<file path="config.mk">
export PLATFORM = sky130hd
export DESIGN_NAME = lsu_top
export DESIGN_NICKNAME = d
export VERILOG_FILES = /design/src/logic/lsu_pkg.sv /design/src/logic/axi_chan_src.sv /design/src/logic/lsu_load_extend.sv /design/src/logic/lsu_load_port.sv /design/src/logic/lsu_req_ctrl.sv /design/src/logic/lsu_store_port.sv /design/src/logic/lsu_top.sv
export SDC_FILE = /design/constraint.sdc
export NUM_CORES = 1
export LEC_CHECK = 0
export BUFFER_PORTS_ARGS = -buffer_cell sky130_fd_sc_hd__buf_2
export CAP_MARGIN = 20
export CORE_MARGIN = 2
export CORE_UTILIZATION = 53
export DETAILED_ROUTE_END_ITERATION = 8
export MAX_ROUTING_LAYER = met4
export PLACE_DENSITY = 0.95
export SLEW_MARGIN = 0
export SYNTH_ARGS = -nofsm -noshare
export SYNTH_HDL_FRONTEND = slang
export SYNTH_HIERARCHICAL = 1
export SYNTH_SLANG_ARGS = --single-unit
</file>
<file path="constraint.sdc">
create_clock -name M_AXI_ACLK -period 3.5 [get_ports M_AXI_ACLK]
set_clock_uncertainty 0.1 [all_clocks]
set_input_delay 0.35 -clock M_AXI_ACLK [delete_from_list [all_inputs] [get_ports M_AXI_ACLK]]
set_output_delay 0.35 -clock M_AXI_ACLK [all_outputs]
set_load 0.01 [all_outputs]
</file>
<file path="src/logic/lsu_pkg.sv">
// Load/store unit package with bus widths, operation encodings and shared structs
`default_nettype none

package lsu_pkg;

    localparam int LSU_ADDR_W = 32;
    localparam int LSU_DATA_W = 32;
    localparam int LSU_STRB_W = LSU_DATA_W / 8;
    // Byte offset inside one data word
    localparam int LSU_OFFS_W = $clog2(LSU_STRB_W);

    typedef enum logic [1:0] {
        LSU_NONE  = 2'd0,
        LSU_LOAD  = 2'd1,
        LSU_STORE = 2'd2
    } lsu_kind_e;

    typedef enum logic [1:0] {
        LSU_BYTE = 2'd0,
        LSU_HALF = 2'd1,
        LSU_WORD = 2'd2
    } lsu_size_e;

    // Request from the execute stage
    typedef struct packed {
        lsu_kind_e             kind;
        lsu_size_e             size;
        logic                  is_unsigned;
        logic [LSU_ADDR_W-1:0] addr;
        logic [LSU_DATA_W-1:0] wdata;
    } lsu_req_t;

    // AW or AR beat
    typedef struct packed {
        logic [LSU_ADDR_W-1:0] addr;
    } axi_addr_t;

    // W beat
    typedef struct packed {
        logic [LSU_DATA_W-1:0] data;
        logic [LSU_STRB_W-1:0] strb;
    } axi_wdata_t;

    // What the load extender needs from the request
    typedef struct packed {
        lsu_size_e             size;
        logic                  is_unsigned;
        logic [LSU_OFFS_W-1:0] offset;
    } lsu_ld_info_t;

endpackage

`default_nettype wire

</file>
<file path="src/logic/axi_chan_src.sv">
// Valid/ready source register for one AXI address or data channel
`timescale 1ns/10ps
`default_nettype none

module axi_chan_src #(
    parameter type PAYLOAD_T = logic
) (
    input  wire           M_AXI_ACLK,
    input  wire           M_AXI_ARESETN,
    input  wire           i_load,
    input  wire PAYLOAD_T i_payload,
    output logic          o_valid,
    output PAYLOAD_T      o_payload,
    input  wire           i_ready
);

    // Valid flag, dropped once the beat is taken
    always_ff @(posedge M_AXI_ACLK)
    begin
        if (!M_AXI_ARESETN)
        begin
            o_valid <= 1'b0;
        end
        else if (i_load)
        begin
            o_valid <= 1'b1;
        end
        else if (o_valid && i_ready)
        begin
            o_valid <= 1'b0;
        end
    end

    always_ff @(posedge M_AXI_ACLK)
    begin
        if (i_load)
        begin
            o_payload <= i_payload;
        end
    end

    // ------------------------------
    // Channel rules
    // ------------------------------
    a_hold_until_ready: assert property (@(posedge M_AXI_ACLK) disable iff (!M_AXI_ARESETN)
        o_valid && !i_ready |=> o_valid && $stable(o_payload));

    // The owner never reloads a beat the slave has not taken
    a_no_overwrite: assert property (@(posedge M_AXI_ACLK) disable iff (!M_AXI_ARESETN)
        i_load |-> !o_valid);

endmodule

`default_nettype wire

</file>
<file path="src/logic/lsu_load_extend.sv">
// Load extender that picks the accessed bytes of the read word and widens them
`timescale 1ns/10ps
`default_nettype none

module lsu_load_extend
    import lsu_pkg::*;
(
    input  wire [LSU_DATA_W-1:0]  i_rdata,
    input  wire lsu_ld_info_t     i_info,
    output logic [LSU_DATA_W-1:0] o_result
);

    logic [LSU_DATA_W-1:0] shifted;

    // Accessed bytes moved down to lane 0
    assign shifted = i_rdata >> {i_info.offset, 3'b000};

    always_comb
    begin
        logic fill;
        fill = 1'b0;
        case (i_info.size)
            LSU_BYTE:
            begin
                fill     = !i_info.is_unsigned && shifted[7];
                o_result = {{(LSU_DATA_W-8){fill}}, shifted[7:0]};
            end
            LSU_HALF:
            begin
                fill     = !i_info.is_unsigned && shifted[15];
                o_result = {{(LSU_DATA_W-16){fill}}, shifted[15:0]};
            end
            default:
            begin
                o_result = shifted;
            end
        endcase
    end

endmodule

`default_nettype wire

</file>
<file path="src/logic/lsu_load_port.sv">
// Load port driving the AXI4-Lite read address and read data channels
`timescale 1ns/10ps
`default_nettype none

module lsu_load_port
    import lsu_pkg::*;
(
    input  wire                   M_AXI_ACLK,
    input  wire                   M_AXI_ARESETN,
    input  wire                   i_start,
    input  wire axi_addr_t        i_addr,
    output logic                  o_done,
    output logic [LSU_DATA_W-1:0] o_rdata,
    output logic                  o_m_axi_arvalid,
    output logic [LSU_ADDR_W-1:0] o_m_axi_araddr,
    input  wire                   i_m_axi_arready,
    input  wire                   i_m_axi_rvalid,
    input  wire [LSU_DATA_W-1:0]  i_m_axi_rdata,
    output logic                  o_m_axi_rready
);

    axi_addr_t ar_out;
    logic      ld_pend;

    axi_chan_src #(.PAYLOAD_T(axi_addr_t)) u_ar_src (
        .M_AXI_ACLK    (M_AXI_ACLK),
        .M_AXI_ARESETN (M_AXI_ARESETN),
        .i_load        (i_start),
        .i_payload     (i_addr),
        .o_valid       (o_m_axi_arvalid),
        .o_payload     (ar_out),
        .i_ready       (i_m_axi_arready)
    );

    assign o_m_axi_araddr = ar_out.addr;

    // Outstanding from start until the R beat
    always_ff @(posedge M_AXI_ACLK)
    begin
        if (!M_AXI_ARESETN)
        begin
            ld_pend <= 1'b0;
        end
        else if (i_start)
        begin
            ld_pend <= 1'b1;
        end
        else if (o_done)
        begin
            ld_pend <= 1'b0;
        end
    end

    assign o_m_axi_rready = ld_pend;
    assign o_done         = ld_pend && i_m_axi_rvalid;

    always_ff @(posedge M_AXI_ACLK)
    begin
        if (o_done)
        begin
            o_rdata <= i_m_axi_rdata;
        end
    end

endmodule

`default_nettype wire

</file>
<file path="src/logic/lsu_req_ctrl.sv">
// Request controller that tracks the single outstanding operation and holds the response
`timescale 1ns/10ps
`default_nettype none

module lsu_req_ctrl
    import lsu_pkg::*;
(
    input  wire                   M_AXI_ACLK,
    input  wire                   M_AXI_ARESETN,
    input  wire                   i_req_valid,
    input  wire lsu_req_t         i_req,
    output logic                  o_req_ready,
    output logic                  o_st_start,
    output logic                  o_ld_start,
    output lsu_req_t              o_req_q,
    input  wire                   i_st_done,
    input  wire                   i_ld_done,
    output lsu_ld_info_t          o_ld_info,
    input  wire [LSU_DATA_W-1:0]  i_ld_result,
    output logic                  o_rsp_valid,
    output logic [LSU_DATA_W-1:0] o_rsp_data,
    input  wire                   i_rsp_ready
);

    logic      busy;
    lsu_kind_e kind_q;
    logic      accept;
    logic      is_mem;

    assign o_req_ready = !busy && !o_rsp_valid;
    assign accept      = i_req_valid && o_req_ready;
    assign is_mem      = (i_req.kind == LSU_LOAD) || (i_req.kind == LSU_STORE);

    // Start goes out in the accept cycle so the bus valids rise one cycle later
    assign o_st_start = accept && (i_req.kind == LSU_STORE);
    assign o_ld_start = accept && (i_req.kind == LSU_LOAD);
    // Request that travels with a start strobe
    assign o_req_q    = i_req;

    always_ff @(posedge M_AXI_ACLK)
    begin
        if (!M_AXI_ARESETN)
        begin
            busy        <= 1'b0;
            kind_q      <= LSU_NONE;
            o_rsp_valid <= 1'b0;
        end
        else if (accept)
        begin
            kind_q      <= i_req.kind;
            busy        <= is_mem;
            // Non-memory operation completes at once
            o_rsp_valid <= !is_mem;
        end
        else if (i_st_done || i_ld_done)
        begin
            busy        <= 1'b0;
            o_rsp_valid <= 1'b1;
        end
        else if (o_rsp_valid && i_rsp_ready)
        begin
            o_rsp_valid <= 1'b0;
        end
    end

    always_ff @(posedge M_AXI_ACLK)
    begin
        if (accept)
        begin
            o_ld_info.size        <= i_req.size;
            o_ld_info.is_unsigned <= i_req.is_unsigned;
            o_ld_info.offset      <= i_req.addr[LSU_OFFS_W-1:0];
        end
    end

    // Load port keeps its word until the next R beat, so the result holds
    assign o_rsp_data = (kind_q == LSU_LOAD) ? i_ld_result : '0;

    a_done_when_busy: assert property (@(posedge M_AXI_ACLK) disable iff (!M_AXI_ARESETN)
        (i_st_done || i_ld_done) |-> busy);

endmodule

`default_nettype wire

</file>
<file path="src/logic/lsu_store_port.sv">
// Store port driving the AXI4-Lite write address, write data and write response channels
`timescale 1ns/10ps
`default_nettype none

module lsu_store_port
    import lsu_pkg::*;
(
    input  wire                   M_AXI_ACLK,
    input  wire                   M_AXI_ARESETN,
    input  wire                   i_start,
    input  wire lsu_req_t         i_req,
    output logic                  o_done,
    output logic                  o_m_axi_awvalid,
    output logic [LSU_ADDR_W-1:0] o_m_axi_awaddr,
    input  wire                   i_m_axi_awready,
    output logic                  o_m_axi_wvalid,
    output logic [LSU_DATA_W-1:0] o_m_axi_wdata,
    output logic [LSU_STRB_W-1:0] o_m_axi_wstrb,
    input  wire                   i_m_axi_wready,
    input  wire                   i_m_axi_bvalid,
    output logic                  o_m_axi_bready
);

    logic [LSU_STRB_W-1:0] strb_base;
    axi_addr_t             aw_in;
    axi_addr_t             aw_out;
    axi_wdata_t            w_in;
    axi_wdata_t            w_out;
    logic                  aw_seen;
    logic                  w_seen;

    // ------------------------------
    // Lane steering
    // ------------------------------
    always_comb
    begin
        case (i_req.size)
            LSU_BYTE: strb_base = LSU_STRB_W'(4'b0001);
            LSU_HALF: strb_base = LSU_STRB_W'(4'b0011);
            default:  strb_base = '1;
        endcase
    end

    assign aw_in.addr = i_req.addr;
    assign w_in.strb  = strb_base << i_req.addr[LSU_OFFS_W-1:0];
    assign w_in.data  = i_req.wdata << {i_req.addr[LSU_OFFS_W-1:0], 3'b000};

    axi_chan_src #(.PAYLOAD_T(axi_addr_t)) u_aw_src (
        .M_AXI_ACLK    (M_AXI_ACLK),
        .M_AXI_ARESETN (M_AXI_ARESETN),
        .i_load        (i_start),
        .i_payload     (aw_in),
        .o_valid       (o_m_axi_awvalid),
        .o_payload     (aw_out),
        .i_ready       (i_m_axi_awready)
    );

    axi_chan_src #(.PAYLOAD_T(axi_wdata_t)) u_w_src (
        .M_AXI_ACLK    (M_AXI_ACLK),
        .M_AXI_ARESETN (M_AXI_ARESETN),
        .i_load        (i_start),
        .i_payload     (w_in),
        .o_valid       (o_m_axi_wvalid),
        .o_payload     (w_out),
        .i_ready       (i_m_axi_wready)
    );

    assign o_m_axi_awaddr = aw_out.addr;
    assign o_m_axi_wdata  = w_out.data;
    assign o_m_axi_wstrb  = w_out.strb;

    // ------------------------------
    // Response wait
    // ------------------------------
    // AW and W may be taken in either order
    always_ff @(posedge M_AXI_ACLK)
    begin
        if (!M_AXI_ARESETN)
        begin
            aw_seen <= 1'b0;
            w_seen  <= 1'b0;
        end
        else if (o_done)
        begin
            aw_seen <= 1'b0;
            w_seen  <= 1'b0;
        end
        else
        begin
            if (o_m_axi_awvalid && i_m_axi_awready)
            begin
                aw_seen <= 1'b1;
            end
            if (o_m_axi_wvalid && i_m_axi_wready)
            begin
                w_seen <= 1'b1;
            end
        end
    end

    assign o_m_axi_bready = aw_seen && w_seen;
    assign o_done         = o_m_axi_bready && i_m_axi_bvalid;

endmodule

`default_nettype wire

</file>
<file path="src/logic/lsu_top.sv">
// Load/store unit top joining the request controller, AXI4-Lite ports and load extender
`timescale 1ns/10ps
`default_nettype none

module lsu_top
    import lsu_pkg::*;
(
    input  wire                   M_AXI_ACLK,
    input  wire                   M_AXI_ARESETN,
    // Execute stage side
    input  wire                   i_req_valid,
    input  wire lsu_req_t         i_req,
    output logic                  o_req_ready,
    // Write-back side
    output logic                  o_rsp_valid,
    output logic [LSU_DATA_W-1:0] o_rsp_data,
    input  wire                   i_rsp_ready,
    // AXI4-Lite master
    output logic                  o_m_axi_awvalid,
    output logic [LSU_ADDR_W-1:0] o_m_axi_awaddr,
    input  wire                   i_m_axi_awready,
    output logic                  o_m_axi_wvalid,
    output logic [LSU_DATA_W-1:0] o_m_axi_wdata,
    output logic [LSU_STRB_W-1:0] o_m_axi_wstrb,
    input  wire                   i_m_axi_wready,
    input  wire                   i_m_axi_bvalid,
    output logic                  o_m_axi_bready,
    output logic                  o_m_axi_arvalid,
    output logic [LSU_ADDR_W-1:0] o_m_axi_araddr,
    input  wire                   i_m_axi_arready,
    input  wire                   i_m_axi_rvalid,
    input  wire [LSU_DATA_W-1:0]  i_m_axi_rdata,
    output logic                  o_m_axi_rready
);

    lsu_req_t              req_fwd;
    lsu_ld_info_t          ld_info;
    axi_addr_t             ld_addr;
    logic                  st_start;
    logic                  ld_start;
    logic                  st_done;
    logic                  ld_done;
    logic [LSU_DATA_W-1:0] ld_word;
    logic [LSU_DATA_W-1:0] ld_result;

    assign ld_addr = '{addr: req_fwd.addr};

    lsu_req_ctrl u_ctrl (
        .M_AXI_ACLK    (M_AXI_ACLK),
        .M_AXI_ARESETN (M_AXI_ARESETN),
        .i_req_valid   (i_req_valid),
        .i_req         (i_req),
        .o_req_ready   (o_req_ready),
        .o_st_start    (st_start),
        .o_ld_start    (ld_start),
        .o_req_q       (req_fwd),
        .i_st_done     (st_done),
        .i_ld_done     (ld_done),
        .o_ld_info     (ld_info),
        .i_ld_result   (ld_result),
        .o_rsp_valid   (o_rsp_valid),
        .o_rsp_data    (o_rsp_data),
        .i_rsp_ready   (i_rsp_ready)
    );

    lsu_store_port u_store (
        .M_AXI_ACLK      (M_AXI_ACLK),
        .M_AXI_ARESETN   (M_AXI_ARESETN),
        .i_start         (st_start),
        .i_req           (req_fwd),
        .o_done          (st_done),
        .o_m_axi_awvalid (o_m_axi_awvalid),
        .o_m_axi_awaddr  (o_m_axi_awaddr),
        .i_m_axi_awready (i_m_axi_awready),
        .o_m_axi_wvalid  (o_m_axi_wvalid),
        .o_m_axi_wdata   (o_m_axi_wdata),
        .o_m_axi_wstrb   (o_m_axi_wstrb),
        .i_m_axi_wready  (i_m_axi_wready),
        .i_m_axi_bvalid  (i_m_axi_bvalid),
        .o_m_axi_bready  (o_m_axi_bready)
    );

    lsu_load_port u_load (
        .M_AXI_ACLK      (M_AXI_ACLK),
        .M_AXI_ARESETN   (M_AXI_ARESETN),
        .i_start         (ld_start),
        .i_addr          (ld_addr),
        .o_done          (ld_done),
        .o_rdata         (ld_word),
        .o_m_axi_arvalid (o_m_axi_arvalid),
        .o_m_axi_araddr  (o_m_axi_araddr),
        .i_m_axi_arready (i_m_axi_arready),
        .i_m_axi_rvalid  (i_m_axi_rvalid),
        .i_m_axi_rdata   (i_m_axi_rdata),
        .o_m_axi_rready  (o_m_axi_rready)
    );

    lsu_load_extend u_extend (
        .i_rdata  (ld_word),
        .i_info   (ld_info),
        .o_result (ld_result)
    );

endmodule

`default_nettype wire

</file>
Word level (Yosys, flattened, before mapping)
Cells that the tools add are included.
{"block": "op_classes", "n_reduce_logical": 28, "muxes": 16, "div": 0, "add_sub_neg": 0, "bitwise": 1, "eq_ne": 5, "magnitude_cmp": 0, "n_shift": 3, "n_mul": 0}
{"op": "case mux 32 bit (2 select lines)", "n": 1}
{"op": "two-way mux 32 bit", "n": 1}
{"op": "<< shifter 32 x 5 -> 32 bit", "n": 1}
{"op": ">> shifter 32 x 5 -> 32 bit", "n": 1}
{"op": "logical AND 1 bit", "n": 13}
{"op": "two-way mux 1 bit", "n": 13}
{"op": "nonzero test 2 bit", "n": 5}
{"op": "equality test 2 x 1 -> 1 bit, second input constant", "n": 4}
{"op": "case mux 4 bit (2 select lines)", "n": 1}
{"op": "logical NOT 1 bit", "n": 4}
{"op": "logical NOT 2 bit", "n": 2}
{"op": "<< shifter 4 x 2 -> 4 bit", "n": 1}
{"op": "nonzero test 3 bit", "n": 1}
{"op": "equality test 2 bit, second input constant", "n": 1}
{"op": "logical OR 1 bit", "n": 2}
{"op": "OR reduction 2 bit", "n": 1}
{"op": "NOT 1 bit", "n": 1}
{"block": "totals", "word_cells": 70, "romBits": 0, "mem_count": 0, "ram_bits": 0, "output_inout_bits": 139, "regBits": 147, "latch_bits": 0}

Depth between registers and ports, before layout
Gate-level depths: netlist of run 1.
{"block": "logic_depth", "depth_word": 5, "depth_mapped": 6, "ltp_nobuf": 4}

Cells and area by module
Netlist of run 1, hierarchy kept.
{"module": "axi_chan_src (u_load.u_ar_src ...)", "n_inst": 2, "seq_area_each_um2": 980.9, "cells_per_inst": 35, "area_each_um2": 1002.2}
{"module": "axi_chan_src (u_store.u_w_src)", "n_inst": 1, "seq_area_each_um2": 1101.1, "cells_per_inst": 39, "area_each_um2": 1122.3}
{"module": "lsu_req_ctrl", "n_inst": 1, "seq_area_each_um2": 230.2, "cells_per_inst": 135, "area_each_um2": 1111.1}
{"module": "lsu_load_port", "n_inst": 1, "seq_area_each_um2": 980.9, "cells_per_inst": 36, "area_each_um2": 1002.2}
{"module": "lsu_load_extend", "n_inst": 1, "seq_area_each_um2": 0.0, "cells_per_inst": 103, "area_each_um2": 768.2}
{"module": "lsu_store_port", "n_inst": 1, "seq_area_each_um2": 40.0, "cells_per_inst": 80, "area_each_um2": 641.9}

Worst setup path before layout of run 1
Ideal clock, no wire load.
{"block": "synth_timing", "path_type": "flip-flop to flip-flop", "from": "register u_ctrl.o_rsp_valid", "to": "register u_store/u_aw_src/o_payload[0] (netlist bit), enable pin", "required_time_ns": 3.003, "setup_time_ns": 0.397, "setup_slack_ns": 1.221, "path_stages_with_launch": 3, "synth_period_minus_slack_ns": 2.279, "arrival_time_ns": 1.782, "cell_sequence": "dfxtp_1 nor3b_4 and2_2"}
{"block": "synth_between", "elab_chain_len": 4}
{"item": "from (decl)", "line_no": "lsu_req_ctrl.sv:20", "source": "output logic o_rsp_valid,"}
{"item": "from (signal assigned)", "line_no": "lsu_req_ctrl.sv:53", "source": "o_rsp_valid <= !is_mem;"}
{"item": "logical NOT 1 bit", "line_no": "lsu_req_ctrl.sv:30", "source": "assign o_req_ready = !busy && !o_rsp_valid;"}
{"item": "logical AND 1 bit", "line_no": "lsu_req_ctrl.sv:30"}
{"item": "logical AND 1 bit", "line_no": "lsu_req_ctrl.sv:31", "source": "assign accept = i_req_valid && o_req_ready;"}
{"item": "net u_ctrl.accept", "line_no": "lsu_req_ctrl.sv:27", "source": "logic accept;"}
{"item": "logical AND 1 bit", "line_no": "lsu_req_ctrl.sv:35", "source": "assign o_st_start = accept && (i_req.kind == LSU_STORE);"}
{"item": "net st_start", "line_no": "lsu_top.sv:39", "source": "logic st_start;"}
{"item": "to (signal assigned)", "line_no": "axi_chan_src.sv:38", "source": "o_payload <= i_payload;"}
{"item": "to (decl)", "line_no": "axi_chan_src.sv:13", "source": "output PAYLOAD_T o_payload,"}
The timed path passes the listed nets, and every way through them passes these cells.
A chain may end at the register's enable or synchronous reset.

Final worst setup path of run 1
{"block": "layout_timing", "from": "register u_ctrl/o_ld_info[1] (netlist bit)", "to": "output o_rsp_data[24]"}
{"block": "layout_between", "elab_chain_len": 4, "elab_cells_between_ends": 5, "cone_classes": "1 x shift; 2 x mux; 2 x reduce/logical"}
{"item": "from (decl)", "line_no": "lsu_req_ctrl.sv:18", "source": "output lsu_ld_info_t o_ld_info,"}
{"item": ">> shifter 32 x 5 -> 32 bit *", "line_no": "lsu_load_extend.sv:16", "source": "assign shifted = i_rdata >> {i_info.offset, 3'b000};"}
{"item": "logical AND 1 bit, on equally long branches", "line_no": "lsu_load_extend.sv:30, lsu_load_extend.sv:25"}
{"item": "case mux 32 bit (2 select lines) *", "line_no": "lsu_load_extend.sv:22", "source": "case (i_info.size)"}
{"item": "net ld_result[24]", "line_no": "lsu_top.sv:44", "source": "logic [LSU_DATA_W-1:0] ld_result;"}
{"item": "two-way mux 32 bit *", "line_no": "lsu_req_ctrl.sv:77", "source": "assign o_rsp_data = (kind_q == LSU_LOAD) ? i_ld_result : '0;"}
{"item": "to (decl)", "line_no": "lsu_top.sv:16", "source": "output logic [LSU_DATA_W-1:0] o_rsp_data,"}
The timed path passes the listed nets; every way through them passes the cells marked *.

==> flow_summary.toml, run 1 <==
[sta]
slew_violations = 0
hold_viol = 0
min_period_over_period_pct = 79.77
grt_setup_unrepaired = "false"
setup_tns_ns = 0
slew_headroom_pct = 43.11
setup_viol = 0
max_freq_ghz = 0.3582
worst_slew_pin_slew_ns = 0.8534
hold-worst-slack_ns = 0.01981
period_needed_ns = 2.792

[worst_setup_path]
r2r_start = "u_ctrl/o_rsp_valid$_SDFFE_PN0P_"
criticalPathCategory = "reg -> out"
cp-end-kind = "output port"
ff2ff_path_depth = 2
worst_ep_arrival_time_ns = 2.34
r2r-end = "u_load/u_ar_src/o_payload[29]$_DFFE_PP_"
r2r_slack_ns = 1.35
worst-path-max-fanout = 19
cp-start-kind = "flop"
required_ns = 3.05

[power_and_ir_drop]
p_leak_nw = 3.402
powerDensity_nw_per_um2 = 504.3
ir_worst_vdd_mv = 0.3817

[floorplan]
fp.dieH_um = 115.8
start_util_pct = 54.72
fp.dieW_um = 115.8
ios = 249
die_area_um2 = 13420
design.core.area_um2 = 12110
rows = 40

[placement]
post-place-cells = 793
io_buffers = 248
hpwl_mm = 10.58
dpl_cell_area_um2 = 7493
gp_congestion = 0.9065

[global_route]
grt_pass1_wl_mm = 22.00
grt_max_degree = 71
overflow = 0
grt_pass1_vias = 4383
antenna_found_initial = 0
grtUsageTotal_pct = 22.72

[hold_path]
hold_end = "u_load/o_rdata[0]$_DFFE_PP_"
whs_path_depth = 1
hp-class = "in -> reg"
hp-start = "i_m_axi_rdata[0]"

[clocking]
cts_made_buffers = 17
cts_resized = 0
cts_tree = "built"
cts.sinks = 147
cts_max_level = 4
cts_root_buf = "clkbuf_16"
clock_path_buffers = 2
clk_latency_ns = 0.41
clk_pin_slew_ns = 0.06

[final_layout]
drive_gt1_share_pct = 46.10
final_cell_area_um2 = 8130
syn_to_final_growth_pct = 22.67
final_cell_mix = "buf_2 (248), edfxtp_1 (137), mux2i_1 (48)"
diodes = 0
layout_commonest_cell = "buf_2"
final_cell_count_no_fill = 834
fillerInstances = 886
nNetsFinal = 765

[drt]
drt_wl_total_mm = 15.11
vias = 4357
post-route-drc-count = 0
via_per_inst = 5.224
antenna_left = 0
firstDrtPassIters = 5
first_iter_violations = 428
wl_per_cell_um = 18.11

[logic_synthesis]
ys_warn_count = 6
avgSynthCellArea_um2 = 14.41
syn_nets = 572
syn-cell-area_um2 = 6628
synth_cells = 460

[flow_run]
cap_viol_max_count = 0

[outcome]
status = "finished, final reports clean"
-- through the flow --
stage,worst slack [ns],utilization [%],total power [mW]
2_1_floorplan,1.221,-,2.341
3_3_place_gp,1.263,61.87,2.429
3_5_place_dp,1.195,61.87,2.450
4_1_cts,0.7073,66.71,4.117
5_1_grt,0.5337,67.13,4.234
6_report,0.7079,67.13,4.100
-- what timing repair did --
action,in CTS,in global routing
endpoints found under the setup margin,0,0
buffers inserted,0,0
hold buffers,4,5
endpoints found under the hold margin,4,5
-- worst max-delay path by stage --
stage	slack (ns)	cells after the start	endpoint	startpoint
2_1_floorplan	1.22	2	u_store/u_aw_src/o_payload[0]$_DFFE_PP_	u_ctrl/o_rsp_valid$_SDFFE_PN0P_
3_3_place_gp	1.26	6	o_rsp_data[31]	u_ctrl/o_ld_info[1]$_DFFE_PP_
3_5_place_dp	1.19	6	o_rsp_data[30]	u_ctrl/o_ld_info[1]$_DFFE_PP_
4_1_cts	0.71	6	o_rsp_data[24]	u_ctrl/o_ld_info[1]$_DFFE_PP_
5_1_grt	0.53	6	o_rsp_data[24]	u_ctrl/o_ld_info[1]$_DFFE_PP_
6_report	0.71	6	o_rsp_data[24]	u_ctrl/o_ld_info[1]$_DFFE_PP_
-- state kept, by name, summed over array words and instances, names as in the netlist --
name and cells:
u_store/u_w_src/o_valid 1, u_load/o_m_axi_rready 1, u_store/u_aw_src/o_payload 32, u_ctrl/o_ld_info 5, u_store/u_aw_src/o_valid 1, u_store/u_w_src/o_payload 36
u_load/u_ar_src/o_payload 32, u_load/u_ar_src/o_valid 1, u_ctrl/o_rsp_valid 1, u_ctrl/kind_q 2, u_ctrl/busy 1, u_load/o_rdata 32
u_store/aw_seen 1, u_store/w_seen 1
-- final cells by class --
type | count | area, µm² | area share [%]
Tap cell | 168 | 210.2 | 2.585
Multi-Input combinational cell | 224 | 1682 | 20.68
Sequential cell | 147 | 4314 | 53.06
Clock inverter | 15 | 121.4 | 1.493
Inverter | 3 | 11.26 | 0.1385
Timing Repair Buffer | 260 | 1366 | 16.81
Clock buffer | 17 | 425.4 | 5.232
-- critical path, cell delays in order (launching register included) --
cell and delay [ns]:
edfxtp_1 0.54, buf_4 0.28, nand2b_1 0.31, nor2_2 0.36
o2bb2ai_1 0.17, and2_1 0.15, buf_2 0.13
-- where the power goes --
part	total [mW]	internal, mW	switching (mW)
clock	1.67	0.924	0.749
combinational	0.412	0.179	0.233
sequential	2.01	1.99	0.0251
-- per-layer routing --
metal / GRT usage (%) / routed length, µm / vias to the layer above
met5: - / 0 / -
met4: 6.905 / 194 / 0
met3: 7.427 / 1216 / 20
met2: 39.06 / 7922 / 227
met1: 25.26 / 5775 / 2101
li1: - / - / 2009
No activity file was read; power rests on OpenSTA's default activity.
==> run 2, diff against run 1 <==
CORE_UTILIZATION = 49   (was 53)
PLACE_DENSITY = 0.91   (was 0.95)
clock period = 2.7 ns   (was 3.5 ns; I/O delays follow)
==> run 2 against run 1 <==
Against the previous run: core utilization shrank 0.61 points; sequential power up 30%; critical path depth fell by 1; power rose by 36%; cell area increased by 8.3%; clock-buffer cell count stayed put; register-to-register slack worse by 0.59 ns; worst setup slack got worse by 0.60 ns; worst hold slack better by 0.019 ns; combinational power rose by 50%; global-route usage hardly changed; largest cell class unchanged.
==> flow_summary.toml, run 2 (same netlist as run 1, synthesis figures left out) <==
[worst_setup_path]
r2r_slack_ns = 0.76
worst-path-max-fanout = 8
worstSetupStartpoint = "u_ctrl/o_ld_info[1]$_DFFE_PP_"
r2r_start = "u_ctrl/busy$_SDFFE_PN0P_"
ff2ff_path_depth = 4
criticalPathCategory = "reg -> out"
worst_ep_arrival_time_ns = 2.22
r2r-end = "u_store/u_aw_src/o_payload[3]$_DFFE_PP_"
required_ns = 2.33
cp-end-kind = "output port"
cp-start-kind = "flop"

[drt]
post-route-drc-count = 0
vias = 4636
wl_per_cell_um = 17.82
firstDrtPassIters = 5
drt_wl_total_mm = 16.14
via_per_inst = 5.117
first_iter_violations = 242
antenna_left = 0

[final_layout]
drive_gt1_share_pct = 43.15
diodes = 0
nNetsFinal = 829
layout_commonest_cell = "buf_2"
final_cell_mix = "buf_2 (248), edfxtp_1 (137), dlygate4sd3_1 (65)"
final_util_pct = 66.52
largest_register = "u_store/u_w_src/o_payload"
syn_to_final_growth_pct = 32.91
largest_reg_flops = 36
fillerInstances = 922

[placement]
gp_congestion = 0.9330
hpwl_mm = 10.55
io_buffers = 248

[floorplan]
design.core.area_um2 = 13240
die_area_um2 = 14470
ios = 249
fp.dieH_um = 120.3
rows = 42
start_util_pct = 50.05
fp.dieW_um = 120.3

[sta]
period_needed_ns = 2.592
worst_slew_pin_slew_ns = 0.7508
setup_viol = 0
max_freq_ghz = 0.3857
min_period_over_period_pct = 96.01
hold-worst-slack_ns = 0.03901
slew_headroom_pct = 49.84
slew_violations = 0
hold_viol = 0

[clocking]
clk_pin_slew_ns = 0.06
cts_root_buf = "clkbuf_16"
cts_tree = "built"
clock_path_buffers = 2
cts.sinks = 147
clk_latency_ns = 0.41
cts_max_level = 4
cts_made_buffers = 17
cts_resized = 0

[global_route]
overflow = 0
grtUsageTotal_pct = 22.68
antenna_found_initial = 0
grt_pass1_wl_mm = 24.45
grt_max_degree = 47
grt_pass1_vias = 4906

[hold_path]
hold_end = "u_ctrl/kind_q[1]$_SDFFE_PN0P_"
hp-class = "in -> reg"
whs_path_depth = 3
hp-start = "i_req[68]"

[power_and_ir_drop]
total_power_mw = 5.590
ir_worst_vdd_mv = 0.3998
powerDensity_nw_per_um2 = 634.7
p_leak_nw = 3.706

[flow_run]
cap_viol_max_count = 0

[outcome]
status = "finished, final reports clean"
## run 2: changes by cell type in the layout (fill, tap and decap cells not counted)
| cell | previous run | this run |
|---|---|---|
| buf_4 | 2 | 10 |
| bufinv_16 | 0 | 2 |
| clkinv_2 | 2 | 1 |
| clkinv_4 | 1 | 3 |
| clkinvlp_4 | 4 | 1 |
| dlygate4sd3_1 | 9 | 65 |
| inv_6 | 4 | 5 |
| inv_8 | 3 | 2 |
## run 2: repair_timing
action / in CTS / in global routing
hold buffers: 65 / 0
endpoints found under the hold margin: 95 / 0
setup endpoints to repair: 0 / 13
buffers inserted: 0 / 2
## run 2: metrics by stage
step           cell area (µm²)  std cells  setup slack, ns    TNS [ns]
3_5_place_dp              7548        807           0.5048           0
3_3_place_gp              7548        807           0.6323           0
6_report                  8808        906           0.1076           0
4_1_cts                   8793        904          0.04278           0
2_1_floorplan             6628        460           0.4210           0
5_1_grt                   8808        906       -0.0002218  -0.0002218
## run 2: how the worst max path moves through the flow
| stage | endpoint | slack (ns) | cells past startpoint |
|---|---|---|---|
| final | o_rsp_data[12] | 0.11 | 5 |
| after global routing | o_rsp_data[15] | -0.0002 | 5 |
| after CTS | o_rsp_data[12] | 0.04 | 5 |
| after detailed placement | o_rsp_data[12] | 0.50 | 5 |
| after global placement | o_rsp_data[11] | 0.63 | 5 |
| after floorplan | u_store/u_aw_src/o_payload[0]$_DFFE_PP_ | 0.42 | 2 |
## run 2: report_power, final
group | internal [mW] | leakage [nW] | switching [mW]
Combinational | 0.294 | 2.08 | 0.322
Sequential | 2.58 | 1.34 | 0.0316
Clock | 1.39 | 0.290 | 0.976
Total | 4.26 | 3.71 | 1.33
## run 2: layer usage
| layer | track usage [%] | wire, µm | vias to the layer above |
|---|---|---|---|
| met2 | 38.78 | 8288 | 255 |
| met5 | - | 0 | - |
| li1 | - | - | 2132 |
| met1 | 24.49 | 6096 | 2199 |
| met3 | 6.745 | 1244 | 50 |
| met4 | 10.10 | 514 | 0 |
## run 2: layout make-up
type	count	area (µm²)	share of cell area (%)
Inverter	3	11.26	0.1278
Clock buffer	17	425.4	4.830
Clock inverter	15	168.9	1.918
Tap cell	176	220.2	2.500
Sequential cell	147	4314	48.98
Multi-Input combinational cell	224	1682	19.09
Timing Repair Buffer	324	1987	22.56
## run 2: worst max-delay path: stages, from the launching register on
cell and delay (ns):
edfxtp_1 0.54, mux2_4 0.40, a221oi_4 0.49, a21oi_1 0.10, and2_1 0.16, buf_2 0.13
